<file path="src/hw/wd_pkg.sv">
`default_nettype none

package wd_pkg;

    // ========================================
    // Sizes
    // ========================================

    // Queues per type, one count each
    localparam int num_qid = 64;
    localparam int qid_w   = 6;

    // Idle count width, also the threshold width
    localparam int cnt_w   = 10;

    // ========================================
    // Encodings
    // ========================================

    // Selects the directed or the load-balanced count memory
    typedef enum logic {
        qtype_dir = 1'b0,
        qtype_ldb = 1'b1
    } qtype_t;

    // Operation carried down the count pipe
    typedef enum logic [1:0] {
        // Bubble
        op_none = 2'd0,
        // Init and dequeue, no read needed
        op_zero = 2'd1,
        // Sweep step, stops at the threshold
        op_incr = 2'd2,
        // Debug read, no write back
        op_read = 2'd3
    } rmw_op_t;

endpackage

`default_nettype wire

</file>
<file path="src/hw/wd_rmw_if.sv">
`timescale 1ns/100ps
`default_nettype none

interface wd_rmw_if;

    // Read port, rdata valid one cycle after re
    logic                     re;
    logic [wd_pkg::qid_w-1:0] raddr;
    logic [wd_pkg::cnt_w-1:0] rdata;

    // Write port
    logic                     we;
    logic [wd_pkg::qid_w-1:0] waddr;
    logic [wd_pkg::cnt_w-1:0] wdata;

    modport pipe (
         output re
        ,output raddr
        ,output we
        ,output waddr
        ,output wdata
        ,input  rdata
    );

    modport mem (
         input  re
        ,input  raddr
        ,input  we
        ,input  waddr
        ,input  wdata
        ,output rdata
    );

endinterface

`default_nettype wire

</file>
<file path="src/hw/wd_rf_64x10.sv">
`timescale 1ns/100ps
`default_nettype none

module wd_rf_64x10 (
     input  logic         clk
    ,input  logic         rst_n
    ,input  logic         isol_en
    ,input  logic         pwr_enable_b_in
    ,wd_rmw_if.mem        mem
    ,output logic         pwr_enable_b_out
);

    logic [wd_pkg::cnt_w-1:0] ram [wd_pkg::num_qid];
    logic [wd_pkg::cnt_w-1:0] rdata_q;
    logic                     blocked;

    // ========================================
    // Power switch model
    // ========================================

    // Switch settles one cycle after the request, off while in reset
    always_ff @(posedge clk) begin
        if (!rst_n) begin
            pwr_enable_b_out <= 1'b1;
        end else begin
            pwr_enable_b_out <= pwr_enable_b_in;
        end
    end

    assign blocked = pwr_enable_b_out | isol_en;

    // ========================================
    // Array
    // ========================================

    always_ff @(posedge clk) begin
        if (mem.we && !blocked) begin
            ram[mem.waddr] <= mem.wdata;
        end
        if (mem.re && !blocked) begin
            rdata_q <= ram[mem.raddr];
        end
    end

    // Clamp outputs low across the isolation boundary
    assign mem.rdata = blocked ? '0 : rdata_q;

    // The pipe must hold off while the switch is open
    a_no_access_when_off: assert property (
        @(posedge clk) disable iff (!rst_n)
        pwr_enable_b_out |-> !(mem.re || mem.we)
    );

endmodule

`default_nettype wire

</file>
<file path="src/hw/wd_rf_pg_cont.sv">
`timescale 1ns/100ps
`default_nettype none

module wd_rf_pg_cont (
     input  logic         clk
    ,input  logic         rst_n
    ,input  logic         isol_en
    ,input  logic         pwr_enable_b_in
    ,wd_rmw_if.mem        dir_mem
    ,wd_rmw_if.mem        ldb_mem
    ,output logic         pwr_enable_b_out
);

    logic dir_pwr_enable_b;
    logic ldb_pwr_enable_b;

    // ========================================
    // Directed count memory
    // ========================================

    wd_rf_64x10 i_rf_count_rmw_pipe_wd_dir_mem (
         .clk                 (clk)
        ,.rst_n               (rst_n)
        ,.isol_en             (isol_en)
        ,.pwr_enable_b_in     (pwr_enable_b_in)
        ,.mem                 (dir_mem)
        ,.pwr_enable_b_out    (dir_pwr_enable_b)
    );

    // ========================================
    // Load-balanced count memory
    // ========================================

    // Powers up behind the directed memory to stagger inrush
    wd_rf_64x10 i_rf_count_rmw_pipe_wd_ldb_mem (
         .clk                 (clk)
        ,.rst_n               (rst_n)
        ,.isol_en             (isol_en)
        ,.pwr_enable_b_in     (dir_pwr_enable_b)
        ,.mem                 (ldb_mem)
        ,.pwr_enable_b_out    (ldb_pwr_enable_b)
    );

    // High while either memory is off or the pair is isolated
    assign pwr_enable_b_out = dir_pwr_enable_b | ldb_pwr_enable_b | isol_en;

endmodule

`default_nettype wire

</file>
<file path="src/hw/wd_count_rmw_pipe.sv">
`timescale 1ns/100ps
`default_nettype none

module wd_count_rmw_pipe (
     input  logic                     clk
    ,input  logic                     rst_n
    ,input  wd_pkg::rmw_op_t          issue_op
    ,input  logic                     issue_dir_en
    ,input  logic                     issue_ldb_en
    ,input  logic [wd_pkg::qid_w-1:0] issue_qid
    ,input  logic [wd_pkg::cnt_w-1:0] wd_thresh
    ,wd_rmw_if.pipe                   dir_port
    ,wd_rmw_if.pipe                   ldb_port
    ,output logic                     timeout_dir
    ,output logic                     timeout_ldb
    ,output logic [wd_pkg::qid_w-1:0] timeout_qid
    ,output logic                     rd_valid
    ,output logic [wd_pkg::cnt_w-1:0] rd_count
);

    // Lane 0 is directed, lane 1 is load-balanced
    logic [1:0]               issue_en;
    logic [1:0]               rd_en;
    wd_pkg::rmw_op_t          p2_op;
    logic [1:0]               p2_en;
    logic [wd_pkg::qid_w-1:0] p2_qid;
    logic [1:0]               p3_we;
    logic [wd_pkg::qid_w-1:0] p3_qid;
    logic [wd_pkg::cnt_w-1:0] p3_data [2];
    logic [1:0]               p4_we;
    logic [wd_pkg::qid_w-1:0] p4_qid;
    logic [wd_pkg::cnt_w-1:0] p4_data [2];
    logic [wd_pkg::cnt_w-1:0] rdata [2];
    logic [wd_pkg::cnt_w-1:0] cur [2];
    logic [wd_pkg::cnt_w-1:0] nxt [2];
    logic [1:0]               hit;

    // ========================================
    // Stage 1, read request
    // ========================================

    assign issue_en = {issue_ldb_en, issue_dir_en};
    assign rd_en    = (issue_op inside {wd_pkg::op_incr, wd_pkg::op_read}) ? issue_en : 2'b00;

    assign dir_port.re    = rd_en[0];
    assign dir_port.raddr = issue_qid;
    assign ldb_port.re    = rd_en[1];
    assign ldb_port.raddr = issue_qid;

    assign rdata[0] = dir_port.rdata;
    assign rdata[1] = ldb_port.rdata;

    // ========================================
    // Stage 2, forward and modify
    // ========================================

    always_comb begin
        for (int i = 0; i < 2; i++) begin
            // p3 is being written now, p4 landed as rdata was sampled
            if (p3_we[i] && (p3_qid == p2_qid)) begin
                cur[i] = p3_data[i];
            end else if (p4_we[i] && (p4_qid == p2_qid)) begin
                cur[i] = p4_data[i];
            end else begin
                cur[i] = rdata[i];
            end
            nxt[i] = cur[i];
            hit[i] = 1'b0;
            if (p2_en[i]) begin
                case (p2_op)
                    wd_pkg::op_zero: nxt[i] = '0;
                    wd_pkg::op_incr: begin
                        if (cur[i] < wd_thresh) begin
                            nxt[i] = cur[i] + 1'b1;
                            hit[i] = (nxt[i] == wd_thresh);
                        end
                    end
                    default: nxt[i] = cur[i];
                endcase
            end
        end
    end

    // ========================================
    // Stage 3, write back and report
    // ========================================

    always_ff @(posedge clk) begin
        if (!rst_n) begin
            p2_op       <= wd_pkg::op_none;
            p2_en       <= 2'b00;
            p3_we       <= 2'b00;
            p4_we       <= 2'b00;
            timeout_dir <= 1'b0;
            timeout_ldb <= 1'b0;
            rd_valid    <= 1'b0;
        end else begin
            p2_op       <= issue_op;
            p2_en       <= issue_en;
            p3_we       <= (p2_op inside {wd_pkg::op_zero, wd_pkg::op_incr}) ? p2_en : 2'b00;
            p4_we       <= p3_we;
            timeout_dir <= hit[0];
            timeout_ldb <= hit[1];
            rd_valid    <= (p2_op == wd_pkg::op_read) && (p2_en != 2'b00);
        end
    end

    always_ff @(posedge clk) begin
        p2_qid      <= issue_qid;
        p3_qid      <= p2_qid;
        p4_qid      <= p3_qid;
        timeout_qid <= p2_qid;
        rd_count    <= p2_en[1] ? cur[1] : cur[0];
        for (int i = 0; i < 2; i++) begin
            p3_data[i] <= nxt[i];
            p4_data[i] <= p3_data[i];
        end
    end

    assign dir_port.we    = p3_we[0];
    assign dir_port.waddr = p3_qid;
    assign dir_port.wdata = p3_data[0];
    assign ldb_port.we    = p3_we[1];
    assign ldb_port.waddr = p3_qid;
    assign ldb_port.wdata = p3_data[1];

    // A write goes out exactly two cycles after its issue
    property p_write_issued(logic we, logic [wd_pkg::qid_w-1:0] waddr, logic en);
        @(posedge clk) disable iff (!rst_n)
        we |-> $past(en && (issue_op inside {wd_pkg::op_zero, wd_pkg::op_incr}), 2)
            && ($past(issue_qid, 2) == waddr);
    endproperty

    a_dir_write_issued: assert property (p_write_issued(dir_port.we, dir_port.waddr,
                                                        issue_dir_en));
    a_ldb_write_issued: assert property (p_write_issued(ldb_port.we, ldb_port.waddr,
                                                        issue_ldb_en));

endmodule

`default_nettype wire

</file>
<file path="src/hw/wd_ctrl.sv">
`timescale 1ns/100ps
`default_nettype none

module wd_ctrl (
     input  logic                     clk
    ,input  logic                     rst_n
    ,input  logic                     tick
    ,input  logic                     deq
    ,input  logic                     deq_qtype
    ,input  logic [wd_pkg::qid_w-1:0] deq_qid
    ,input  logic                     rd
    ,input  logic                     rd_qtype
    ,input  logic [wd_pkg::qid_w-1:0] rd_qid
    ,input  logic                     isol_en
    ,input  logic                     pwr_enable_b_out
    ,output wd_pkg::rmw_op_t          issue_op
    ,output logic                     issue_dir_en
    ,output logic                     issue_ldb_en
    ,output logic [wd_pkg::qid_w-1:0] issue_qid
    ,output logic                     ready
    ,output logic                     sweep_busy
);

    logic                     init_done;
    logic [wd_pkg::qid_w-1:0] idx;
    logic                     idx_last;
    logic                     pwr_ok;
    logic                     init_go;
    logic                     deq_go;
    logic                     rd_go;
    logic                     sweep_step;

    // ========================================
    // Scheduling
    // ========================================

    assign pwr_ok   = !pwr_enable_b_out && !isol_en;
    assign ready    = init_done && pwr_ok;
    assign idx_last = (idx == wd_pkg::qid_w'(wd_pkg::num_qid - 1));

    assign init_go    = !init_done && pwr_ok;
    assign deq_go     = ready && deq;
    // deq beats rd, both beat the sweep
    assign rd_go      = ready && rd && !deq;
    assign sweep_step = ready && (sweep_busy || tick) && !deq_go && !rd_go;

    always_ff @(posedge clk) begin
        if (!rst_n) begin
            init_done    <= 1'b0;
            sweep_busy   <= 1'b0;
            idx          <= '0;
            issue_op     <= wd_pkg::op_none;
            issue_dir_en <= 1'b0;
            issue_ldb_en <= 1'b0;
        end else begin
            issue_op     <= wd_pkg::op_none;
            issue_dir_en <= 1'b0;
            issue_ldb_en <= 1'b0;
            if (!pwr_ok) begin
                // Contents are lost, so zero again once power returns
                init_done  <= 1'b0;
                sweep_busy <= 1'b0;
                idx        <= '0;
            end else if (init_go) begin
                issue_op     <= wd_pkg::op_zero;
                issue_dir_en <= 1'b1;
                issue_ldb_en <= 1'b1;
                idx          <= idx + 1'b1;
                init_done    <= idx_last;
            end else begin
                if (tick && !sweep_busy) begin
                    sweep_busy <= 1'b1;
                end
                if (deq_go) begin
                    issue_op     <= wd_pkg::op_zero;
                    issue_dir_en <= (deq_qtype == wd_pkg::qtype_dir);
                    issue_ldb_en <= (deq_qtype == wd_pkg::qtype_ldb);
                end else if (rd_go) begin
                    issue_op     <= wd_pkg::op_read;
                    issue_dir_en <= (rd_qtype == wd_pkg::qtype_dir);
                    issue_ldb_en <= (rd_qtype == wd_pkg::qtype_ldb);
                end else if (sweep_step) begin
                    issue_op     <= wd_pkg::op_incr;
                    issue_dir_en <= 1'b1;
                    issue_ldb_en <= 1'b1;
                    idx          <= idx + 1'b1;
                    if (idx_last) begin
                        sweep_busy <= 1'b0;
                    end
                end
            end
        end
    end

    always_ff @(posedge clk) begin
        if (deq_go) begin
            issue_qid <= deq_qid;
        end else if (rd_go) begin
            issue_qid <= rd_qid;
        end else begin
            issue_qid <= idx;
        end
    end

    // A sweep ends only with the step for the last index
    a_sweep_ends_last: assert property (
        @(posedge clk) disable iff (!rst_n)
        ($fell(sweep_busy) && ready) |-> (issue_op == wd_pkg::op_incr)
            && (issue_qid == wd_pkg::qid_w'(wd_pkg::num_qid - 1))
    );

endmodule

`default_nettype wire

</file>
<file path="src/hw/wd_top.sv">
`timescale 1ns/100ps
`default_nettype none

module wd_top (
     input  logic                     clk
    ,input  logic                     rst_n
    ,input  logic                     tick
    ,input  logic                     deq
    ,input  logic                     deq_qtype
    ,input  logic [wd_pkg::qid_w-1:0] deq_qid
    ,input  logic                     rd
    ,input  logic                     rd_qtype
    ,input  logic [wd_pkg::qid_w-1:0] rd_qid
    ,output logic                     rd_valid
    ,output logic [wd_pkg::cnt_w-1:0] rd_count
    ,input  logic [wd_pkg::cnt_w-1:0] wd_thresh
    ,output logic                     timeout_dir
    ,output logic                     timeout_ldb
    ,output logic [wd_pkg::qid_w-1:0] timeout_qid
    ,output logic                     ready
    ,output logic                     sweep_busy
    ,input  logic                     isol_en
    ,input  logic                     pwr_enable_b_in
    ,output logic                     pwr_enable_b_out
);

    wd_pkg::rmw_op_t          issue_op;
    logic                     issue_dir_en;
    logic                     issue_ldb_en;
    logic [wd_pkg::qid_w-1:0] issue_qid;

    wd_rmw_if dir_rmw ();
    wd_rmw_if ldb_rmw ();

    wd_ctrl i_ctrl (
         .clk              (clk)
        ,.rst_n            (rst_n)
        ,.tick             (tick)
        ,.deq              (deq)
        ,.deq_qtype        (deq_qtype)
        ,.deq_qid          (deq_qid)
        ,.rd               (rd)
        ,.rd_qtype         (rd_qtype)
        ,.rd_qid           (rd_qid)
        ,.isol_en          (isol_en)
        ,.pwr_enable_b_out (pwr_enable_b_out)
        ,.issue_op         (issue_op)
        ,.issue_dir_en     (issue_dir_en)
        ,.issue_ldb_en     (issue_ldb_en)
        ,.issue_qid        (issue_qid)
        ,.ready            (ready)
        ,.sweep_busy       (sweep_busy)
    );

    wd_count_rmw_pipe i_count_rmw_pipe (
         .clk              (clk)
        ,.rst_n            (rst_n)
        ,.issue_op         (issue_op)
        ,.issue_dir_en     (issue_dir_en)
        ,.issue_ldb_en     (issue_ldb_en)
        ,.issue_qid        (issue_qid)
        ,.wd_thresh        (wd_thresh)
        ,.dir_port         (dir_rmw.pipe)
        ,.ldb_port         (ldb_rmw.pipe)
        ,.timeout_dir      (timeout_dir)
        ,.timeout_ldb      (timeout_ldb)
        ,.timeout_qid      (timeout_qid)
        ,.rd_valid         (rd_valid)
        ,.rd_count         (rd_count)
    );

    wd_rf_pg_cont i_rf_pg_cont (
         .clk              (clk)
        ,.rst_n            (rst_n)
        ,.isol_en          (isol_en)
        ,.pwr_enable_b_in  (pwr_enable_b_in)
        ,.dir_mem          (dir_rmw.mem)
        ,.ldb_mem          (ldb_rmw.mem)
        ,.pwr_enable_b_out (pwr_enable_b_out)
    );

endmodule

`default_nettype wire

</file>
<file path="config.mk">
export PLATFORM = sky130hd
export DESIGN_NAME = wd_top
export DESIGN_NICKNAME = d
export VERILOG_FILES = /design/src/hw/wd_pkg.sv /design/src/hw/wd_rmw_if.sv /design/src/hw/wd_rf_64x10.sv /design/src/hw/wd_rf_pg_cont.sv /design/src/hw/wd_count_rmw_pipe.sv /design/src/hw/wd_ctrl.sv /design/src/hw/wd_top.sv
export SDC_FILE = /design/constraint.sdc
export NUM_CORES = 1
export LEC_CHECK = 0
export ABC_AREA = 1
export BUFFER_PORTS_ARGS = -buffer_cell sky130_fd_sc_hd__buf_4
export CORE_ASPECT_RATIO = 1.75
export CORE_MARGIN = 2
export CORE_UTILIZATION = 35
export DETAILED_ROUTE_END_ITERATION = 7
export PLACE_DENSITY = 0.59
export SETUP_SLACK_MARGIN = 0.05
export SYNTH_ARGS = -nofsm -noshare
export SYNTH_HDL_FRONTEND = slang
export SYNTH_HIERARCHICAL = 1
export SYNTH_SLANG_ARGS = --single-unit
export TNS_END_PERCENT = 100
</file>
<file path="constraint.sdc">
create_clock -name clk -period 3.8 [get_ports clk]
set_clock_uncertainty 0.1 [all_clocks]
set_input_delay 0.57 -clock clk [delete_from_list [all_inputs] [get_ports clk]]
set_output_delay 0.57 -clock clk [all_outputs]
set_load 0.03 [all_outputs]
</file>
==> flow_summary.json, run 1 <==
{
  "run_status": "completed",
  "pin_count": 53,
  "synthXorXnorAreaFrac_pct": 0.179,
  "finalHoldViolations": 0,
  "dieArea_mm2": 0.172,
  "pwr-share-comb_pct": 0.8,
  "irDropWorstVdd_uv": 266,
  "clockBufferDepth": 4,
  "drc": 0,
  "max_freq_mhz": 295,
  "synth-edff-count": 1300,
  "antenna_found_initial": 2,
  "nFillCells": 15900,
  "place_inst": 7485,
  "async_reset_ff_share_pct": 0,
  "cts_tree": "done",
  "placed_cell_area_mm2": 0.0621,
  "finalCritPeriodShare_pct": 89.3,
  "final_max_slew_viol_count": 0,
  "die_y_um": 547,
  "hpwl_mm": 102,
  "areaGrowthSynthToFinish_pct": 13.0,
  "grt_max_degree": 194,
  "routed_wirelength_mm": 163,
  "fin_area_mm2": 0.0665,
  "yosys-top-cells-area": "edfxtp_1, nand2_1, nand3_1",
  "final_nets": 5484,
  "power_frac_clock_pct": 44.2,
  "final_cells": 7735,
  "h-tree-depth": 4,
  "worst_skew_pair.late_latency_ns": 0.77,
  "synth_common_cells": "nand2_1, edfxtp_1, nand3_1, nor2_1, inv_1",
  "internal_power_mw": 24.4,
  "drt_iter0_drc": 3420,
  "numCtsBuffers": 141,
  "vias_per_cell": 5.06,
  "synth_compound_area_share_pct": 0.933,
  "firstDrtPassIters": 7,
  "yosys.area_share.simple_pct": 24.1,
  "seq_area_frac_synth_pct": 69.7,
  "postRouteAntennaNets": 0,
  "coreArea_mm2": 0.168,
  "switchingPower_mw": 5.90,
  "gp_congestion": 0.950,
  "die_w_um": 314,
  "numPortBuffers": 52,
  "crit_path_end_kind": "flop",
  "finalSetupTns_ns": 0,
  "path_clk_slew_ns": 0.07,
  "final_core_util_pct": 39.7,
  "initial_core_util_pct": 35.1,
  "crit_type": "reg2reg",
  "hp-class": "in2reg",
  "cts_sinks": 1399,
  "leakage_nw": 24.5,
  "power_frac_seq_pct": 55.0,
  "synthAdderAreaFrac_pct": 0.531,
  "synth_cell_type_count": 47,
  "cts-root-buf": "clkbuf_16",
  "swShare_pct": 19.5,
  "synth_top_family_by_area": "simple AND/OR/NAND/NOR gates",
  "required_ns": 4.32,
  "relSlewSlack_pct": 24.7,
  "fin_crit_ns": 3.39,
  "wl_per_cell_um": 21.1,
  "p_per_area_mw_per_mm2": 455,
  "worstMarginPinSlew_ns": 1.13,
  "setup_violations": 0,
  "rows": 199,
  "synth_top_area_share_pct": 66.3,
  "syn_nets": 5350,
  "crit_fanout": 15,
  "synthFlopType": "edfxtp_1",
  "yosysWarningCount": 6,
  "via_count": 39100,
  "drive_gt1_share_pct": 10.6,
  "first_global_vias": 38500,
  "grt_pass1_wl_mm": 242,
  "synth_area_mm2": 0.0589,
  "synth_most_common_cell": "nand2_1",
  "drv_cap": 0,
  "synthCells": 5294,
  "crit_path_start_kind": "flop",
  "muxShareOfSynthArea_pct": 0,
  "synth_seq_cells": 1399,
  "netlist.top_cell.by_area": "edfxtp_1",
  "rsz0062_at_grt": "no",
  "avgSynthCellArea_um2": 11.1,
  "overflow": 0,
  "track_usage_pct": 18.7,
  "critical_path_arrival_ns": 3.91
}
## stage by stage
step	hold slack (ns)	worst slack, ns	power [mW]
2_1_floorplan	0.252	0.485	17.1
3_3_place_gp	0.270	0.427	17.2
3_5_place_dp	0.281	0.423	17.2
4_1_cts	0.00793	0.403	30.6
5_1_grt	0.0485	0.0864	31.1
6_report	0.0369	0.406	30.3
## cell families after synthesis
| family | Yosys count |
|---|---|
| adders and majority gates | 25 |
| xor gates and xnor gates | 12 |
| and+or+nand+nor | 3281 |
| buffers and inverters | 491 |
| AOI/OAI and AO/OA | 86 |
| DFF | 1399 |
## state kept, by name, summed over array words and instances (netlist names), 6 cells and up
signal                                               cells
i_rf_pg_cont/i_rf_count_rmw_pipe_wd_dir_mem/ram        640
i_rf_pg_cont/i_rf_count_rmw_pipe_wd_ldb_mem/ram        640
i_count_rmw_pipe/p3_data                                20
i_count_rmw_pipe/p4_data                                20
i_count_rmw_pipe/rd_count                               10
i_rf_pg_cont/i_rf_count_rmw_pipe_wd_dir_mem/rdata_q     10
i_rf_pg_cont/i_rf_count_rmw_pipe_wd_ldb_mem/rdata_q     10
i_count_rmw_pipe/dir_port.waddr                          6
i_count_rmw_pipe/p2_qid                                  6
i_count_rmw_pipe/p4_qid                                  6
i_ctrl/idx                                               6
i_ctrl/issue_qid                                         6
## worst max-delay path: stages (launching register included)
cell	delay, ns
dfxtp_1	0.48
or2_0	0.16
nand4_1	0.10
nor2_2	0.21
nand3_4	0.21
inv_2	0.18
nand2_1	0.10
nand2_2	0.15
ha_1	0.25
a21oi_1	0.15
o21bai_1	0.07
a21oi_1	0.12
o21ai_0	0.09
nand3_1	0.07
nand2_1	0.05
nand3_1	0.06
nand2_1	0.11
nor2_1	0.10
buf_4	0.22
nand3_1	0.10
o211ai_1	0.09
inv_1	0.05
## power groups by stage
stage / combinational [mW] / clock, mW / sequential, mW
3_5_place_dp: 0.227 / 0 / 17.0
6_report: 0.233 / 13.4 / 16.7
5_1_grt: 0.252 / 14.2 / 16.6
2_1_floorplan: 0.0654 / 0 / 17.0
3_3_place_gp: 0.224 / 0 / 17.0
4_1_cts: 0.233 / 13.7 / 16.7
## cell type report
cell class              count  area, um^2  share of cell area (%)
well taps                2211        2770                    4.16
multi-input cells        3404       15100                    22.8
clock buffers             182        3810                    5.72
repair buffers            305        2520                    3.78
diodes                      2        5.00                 0.00752
flip-flops and latches   1399       41100                    61.7
inverters                 177         686                    1.03
clock inverters            55         533                   0.801
## what timing repair did
item / in CTS / in global routing
buffers inserted: 0 / 0
endpoints found under the hold margin: 7 / 0
resized for setup: 0 / 1
setup endpoints to repair: 0 / 1
hold buffers: 11 / 0
## routing by layer
metal	vias up	GRT usage (%)	routed length, um
met5	-	0	0
met1	19100	20.8	59600
met2	1180	34.7	86500
met4	0	9.83	9370
li1	18500	-	-
met3	368	2.04	7720
## layout by cell type, fill, tap and decap left out, types with 4 or more instances in the layout
| cell | Yosys | final |
|---|---|---|
| inv_6 | 2 | 7 |
| clkinv_2 | 1 | 11 |
| buf_12 | 2 | 16 |
| clkbuf_16 | 0 | 145 |
| edfxtp_1 | 1300 | 1300 |
| bufinv_16 | 0 | 9 |
| nand4_1 | 35 | 35 |
| xnor2_1 | 4 | 4 |
| dlygate4sd3_1 | 0 | 11 |
| a21oi_1 | 31 | 31 |
| xor2_1 | 8 | 8 |
| clkbuf_8 | 0 | 4 |
| buf_4 | 41 | 278 |
| clkinv_1 | 2 | 25 |
| dfxtp_2 | 0 | 22 |
| o21ai_0 | 25 | 25 |
| nand2_2 | 20 | 20 |
| nor2_4 | 12 | 12 |
| o211ai_1 | 13 | 13 |
| nor2_1 | 192 | 192 |
| ha_1 | 25 | 25 |
| inv_2 | 14 | 14 |
| or2_2 | 4 | 4 |
| inv_1 | 156 | 156 |
| nand3_2 | 8 | 8 |
| clkbuf_1 | 43 | 33 |
| dfxtp_4 | 0 | 4 |
| nand3_1 | 1171 | 1171 |
| nand2_1 | 1819 | 1819 |
| nand2_4 | 5 | 5 |
| nor2_2 | 5 | 5 |
| dfxtp_1 | 99 | 73 |
## path summary, 6_finish.rpt
path / startpoint / end / slack (ns) / cells after the start
worst max-delay path: i_count_rmw_pipe/dir_port.waddr[0] / i_count_rmw_pipe/p3_data[0][3] / 0.41 / 21
worst min-delay path: rd_qtype / i_ctrl/issue_ldb_en / 0.04 / 5
worst max register to register: i_count_rmw_pipe/dir_port.waddr[0] / i_count_rmw_pipe/p3_data[0][3] / 0.41 / 21
worst min register to register: i_count_rmw_pipe/p2_qid[0] / i_count_rmw_pipe/dir_port.waddr[0] / 0.28 / 0
Power figures use the tool's default switching activity.
==> inputs of run 2 (changes only) <==
--- a/config.mk
+++ b/config.mk
@@ -7,11 +7,13 @@
 export LEC_CHECK = 0
 export ABC_AREA = 1
 export BUFFER_PORTS_ARGS = -buffer_cell sky130_fd_sc_hd__buf_4
+export CELL_PAD_IN_SITES_DETAIL_PLACEMENT = 1
+export CELL_PAD_IN_SITES_GLOBAL_PLACEMENT = 2
 export CORE_ASPECT_RATIO = 1.75
 export CORE_MARGIN = 2
 export CORE_UTILIZATION = 35
 export DETAILED_ROUTE_END_ITERATION = 7
-export PLACE_DENSITY = 0.59
+export PLACE_DENSITY = 0.76
 export SETUP_SLACK_MARGIN = 0.05
 export SYNTH_ARGS = -nofsm -noshare
 export SYNTH_HDL_FRONTEND = slang
==> run 2 against run 1 <==
  * Core utilization barely moved
  * Sequential power barely moved
  * Maximum frequency decreased by 2.6%
  * Flip-flop and latch count unchanged
  * Worst hold slack gained 0.038 ns
  * Total power shrank 1.2%
  * Sequential share of layout area about the same
  * Final cell count rose by 0.25%
  * Global-route usage up 2.5 points
  * Via count is 2.7% higher
  * Critical endpoint is now i_count_rmw_pipe/p3_data[0][5]
  * Largest cell class unchanged
==> flow_summary.json, run 2 (synthesis results as in run 1) <==
{
  "drive_gt1_share_pct": 10.8,
  "rows": 199,
  "gp_congestion": 0.869,
  "slowest_stage": "dfxtp_1",
  "path_cells": "xnor2_1, nand2_1, nor2_4, buf_4, nand4_1, nand3_1, nand2_2, ha_1, a21oi_1, o21bai_1, a21oi_1, o21ai_0, nand3_1, nand2_1, nand3_1, nand2_1, nor2_1, buf_4, nand3_1, o211ai_1, inv_1",
  "pin_count": 53,
  "leakage_nw": 24.5,
  "areaGrowthSynthToFinish_pct": 13.1,
  "fin_crit_ns": 3.48,
  "final_nets": 5494,
  "wl_per_cell_um": 23.5,
  "antenna_found_initial": 10,
  "r2r_end": "i_count_rmw_pipe/p3_data[0][5]",
  "worstMarginPinSlew_ns": 0.964,
  "cts_sinks": 1399,
  "initial_core_util_pct": 35.1,
  "slowest_delay_ns": 0.40,
  "postRouteAntennaNets": 0,
  "cpLargestDelayFamily": "simple AND/OR/NAND/NOR gates",
  "die_w_um": 314,
  "finalHoldViolations": 0,
  "hpwl_mm": 113,
  "first_global_vias": 42700,
  "track_usage_pct": 21.2,
  "hp-class": "in2reg",
  "crit_path_start_kind": "flop",
  "pwr-share-comb_pct": 0.8,
  "worst_skew_pair.late_latency_ns": 0.78,
  "switchingPower_mw": 6.08,
  "finalCritPeriodShare_pct": 91.7,
  "firstDrtPassIters": 5,
  "min_path_cells": 3,
  "clockBufferDepth": 3,
  "routed_wirelength_mm": 182,
  "overflow": 0,
  "required_ns": 4.36,
  "final_cell_mix": "nand2_1, edfxtp_1, nand3_1",
  "power_frac_seq_pct": 55.6,
  "cts_setup_buffers": 0,
  "die_y_um": 547,
  "grt_pass1_wl_mm": 273,
  "crit_type": "reg2reg",
  "reg2reg_depth": 21,
  "critPathBufInv": 3,
  "seqCellArea_mm2": 0.0411,
  "setup_violations": 0,
  "ff2ff_setup_slack_ns": 0.32,
  "internal_power_mw": 23.8,
  "relSlewSlack_pct": 35.7,
  "drv_cap": 0,
  "reg_top3": "i_rf_pg_cont/i_rf_count_rmw_pipe_wd_dir_mem/ram (640), i_rf_pg_cont/i_rf_count_rmw_pipe_wd_ldb_mem/ram (640)",
  "p_per_area_mw_per_mm2": 450,
  "h-tree-depth": 4,
  "grt_max_degree": 165,
  "power_frac_clock_pct": 43.5,
  "path_clk_slew_ns": 0.06,
  "numCtsBuffers": 137,
  "cts_tree": "done",
  "final_common_cell": "nand2_1",
  "vias_per_cell": 5.18,
  "swShare_pct": 20.3,
  "nFillCells": 18100,
  "holdPathEnd": "i_ctrl/issue_op[0]",
  "numPortBuffers": 52,
  "critical_path_arrival_ns": 4.05,
  "multi_input_area_mm2": 0.0152,
  "r2r-start": "i_count_rmw_pipe/p2_qid[5]",
  "crit_path_end_kind": "flop",
  "irDropWorstVdd_uv": 501,
  "max_freq_mhz": 287,
  "dieArea_mm2": 0.172,
  "final_max_slew_viol_count": 0,
  "finalSetupTns_ns": 0,
  "via_count": 40200,
  "fin_area_mm2": 0.0666,
  "drt_iter0_drc": 2638,
  "drc": 0,
  "final_core_util_pct": 39.7,
  "crit_fanout": 15,
  "placed_cell_area_mm2": 0.0622,
  "run_status": "completed",
  "hold_start": "rd",
  "coreArea_mm2": 0.168,
  "cts-root-buf": "clkbuf_16",
  "crit_top_cell": "nand3_1",
  "rsz0062_at_grt": "no"
}
run 2: cell count changes in the layout (fill, tap and decap cells not counted), sizes merged:
cell and change:
inv +1, dlygate4sd3 +5, bufinv -5, buf +9, clkinvlp +3, clkbuf -4
clkinv +10
run 2: worst max path at each step:
stage / from / end / cells after the start
floorplan: isol_en / i_count_rmw_pipe/p3_data[0][3] / 21
global placement: isol_en / i_count_rmw_pipe/p3_data[0][5] / 21
detailed placement: i_count_rmw_pipe/p2_qid[5] / i_count_rmw_pipe/p3_data[0][7] / 21
CTS: i_count_rmw_pipe/p2_qid[5] / i_count_rmw_pipe/p3_data[0][7] / 21
global route: i_count_rmw_pipe/p2_qid[0] / i_count_rmw_pipe/p3_data[0][5] / 21
finish: i_count_rmw_pipe/p2_qid[5] / i_count_rmw_pipe/p3_data[0][5] / 21
run 2: power by group through the flow:
stage / clock network (mW) / logic, mW / registers [mW]
finish: 13.0 / 0.246 / 16.7
global route: 13.8 / 0.266 / 16.6
CTS: 13.3 / 0.248 / 16.7
detailed placement: 0 / 0.238 / 17.0
global placement: 0 / 0.233 / 17.0
floorplan: 0 / 0.0654 / 17.0
run 2: area by class of cell:
class	instances	share of cell area (%)
diodes	2	0.00752
clock buffers	178	5.55
well taps	2211	4.16
flip-flops and latches	1399	61.7
repair buffers	319	4.09
clock inverters	64	0.695
multi-input cells	3404	22.8
inverters	177	1.03
run 2: per-layer routing:
layer	up-vias	global-route usage, %	part of all wire [%]
li1	18500	-	-
met1	20500	23.3	37
met2	818	39.4	54
met3	372	2.84	3.4
met4	6	11.0	5.3
met5	-	0	0.019
run 2: timing repair:
| action | in CTS | in global routing |
|---|---|---|
| hold buffers | 16 | 0 |
| setup endpoints to repair | 0 | 8 |
| endpoints found under the hold margin | 15 | 0 |
| gates resized for setup | 0 | 4 |
run 2: metrics by stage:
step                setup slack (ns)  power [mW]  instances  hold WS (ns)
CTS                            0.295        30.2       7752        0.0123
global placement               0.313        17.2       7494         0.271
global route                  0.0628        30.7       7753        0.0548
finish                         0.316        29.9       7754        0.0747
detailed placement             0.341        17.2       7494         0.280
floorplan                      0.485        17.1       5294         0.252
run 2: worst register-to-register path: stages, from the launching register on:
cell and delay (ns):
dfxtp_1 0.40, xnor2_1 0.15, nand2_1 0.11, nor2_4 0.32
buf_4 0.24, nand4_1 0.10, nand3_1 0.16, nand2_2 0.12
ha_1 0.29, a21oi_1 0.18, o21bai_1 0.09, a21oi_1 0.13
o21ai_0 0.09, nand3_1 0.07, nand2_1 0.05, nand3_1 0.06
nand2_1 0.10, nor2_1 0.11, buf_4 0.23, nand3_1 0.10
o211ai_1 0.09, inv_1 0.06
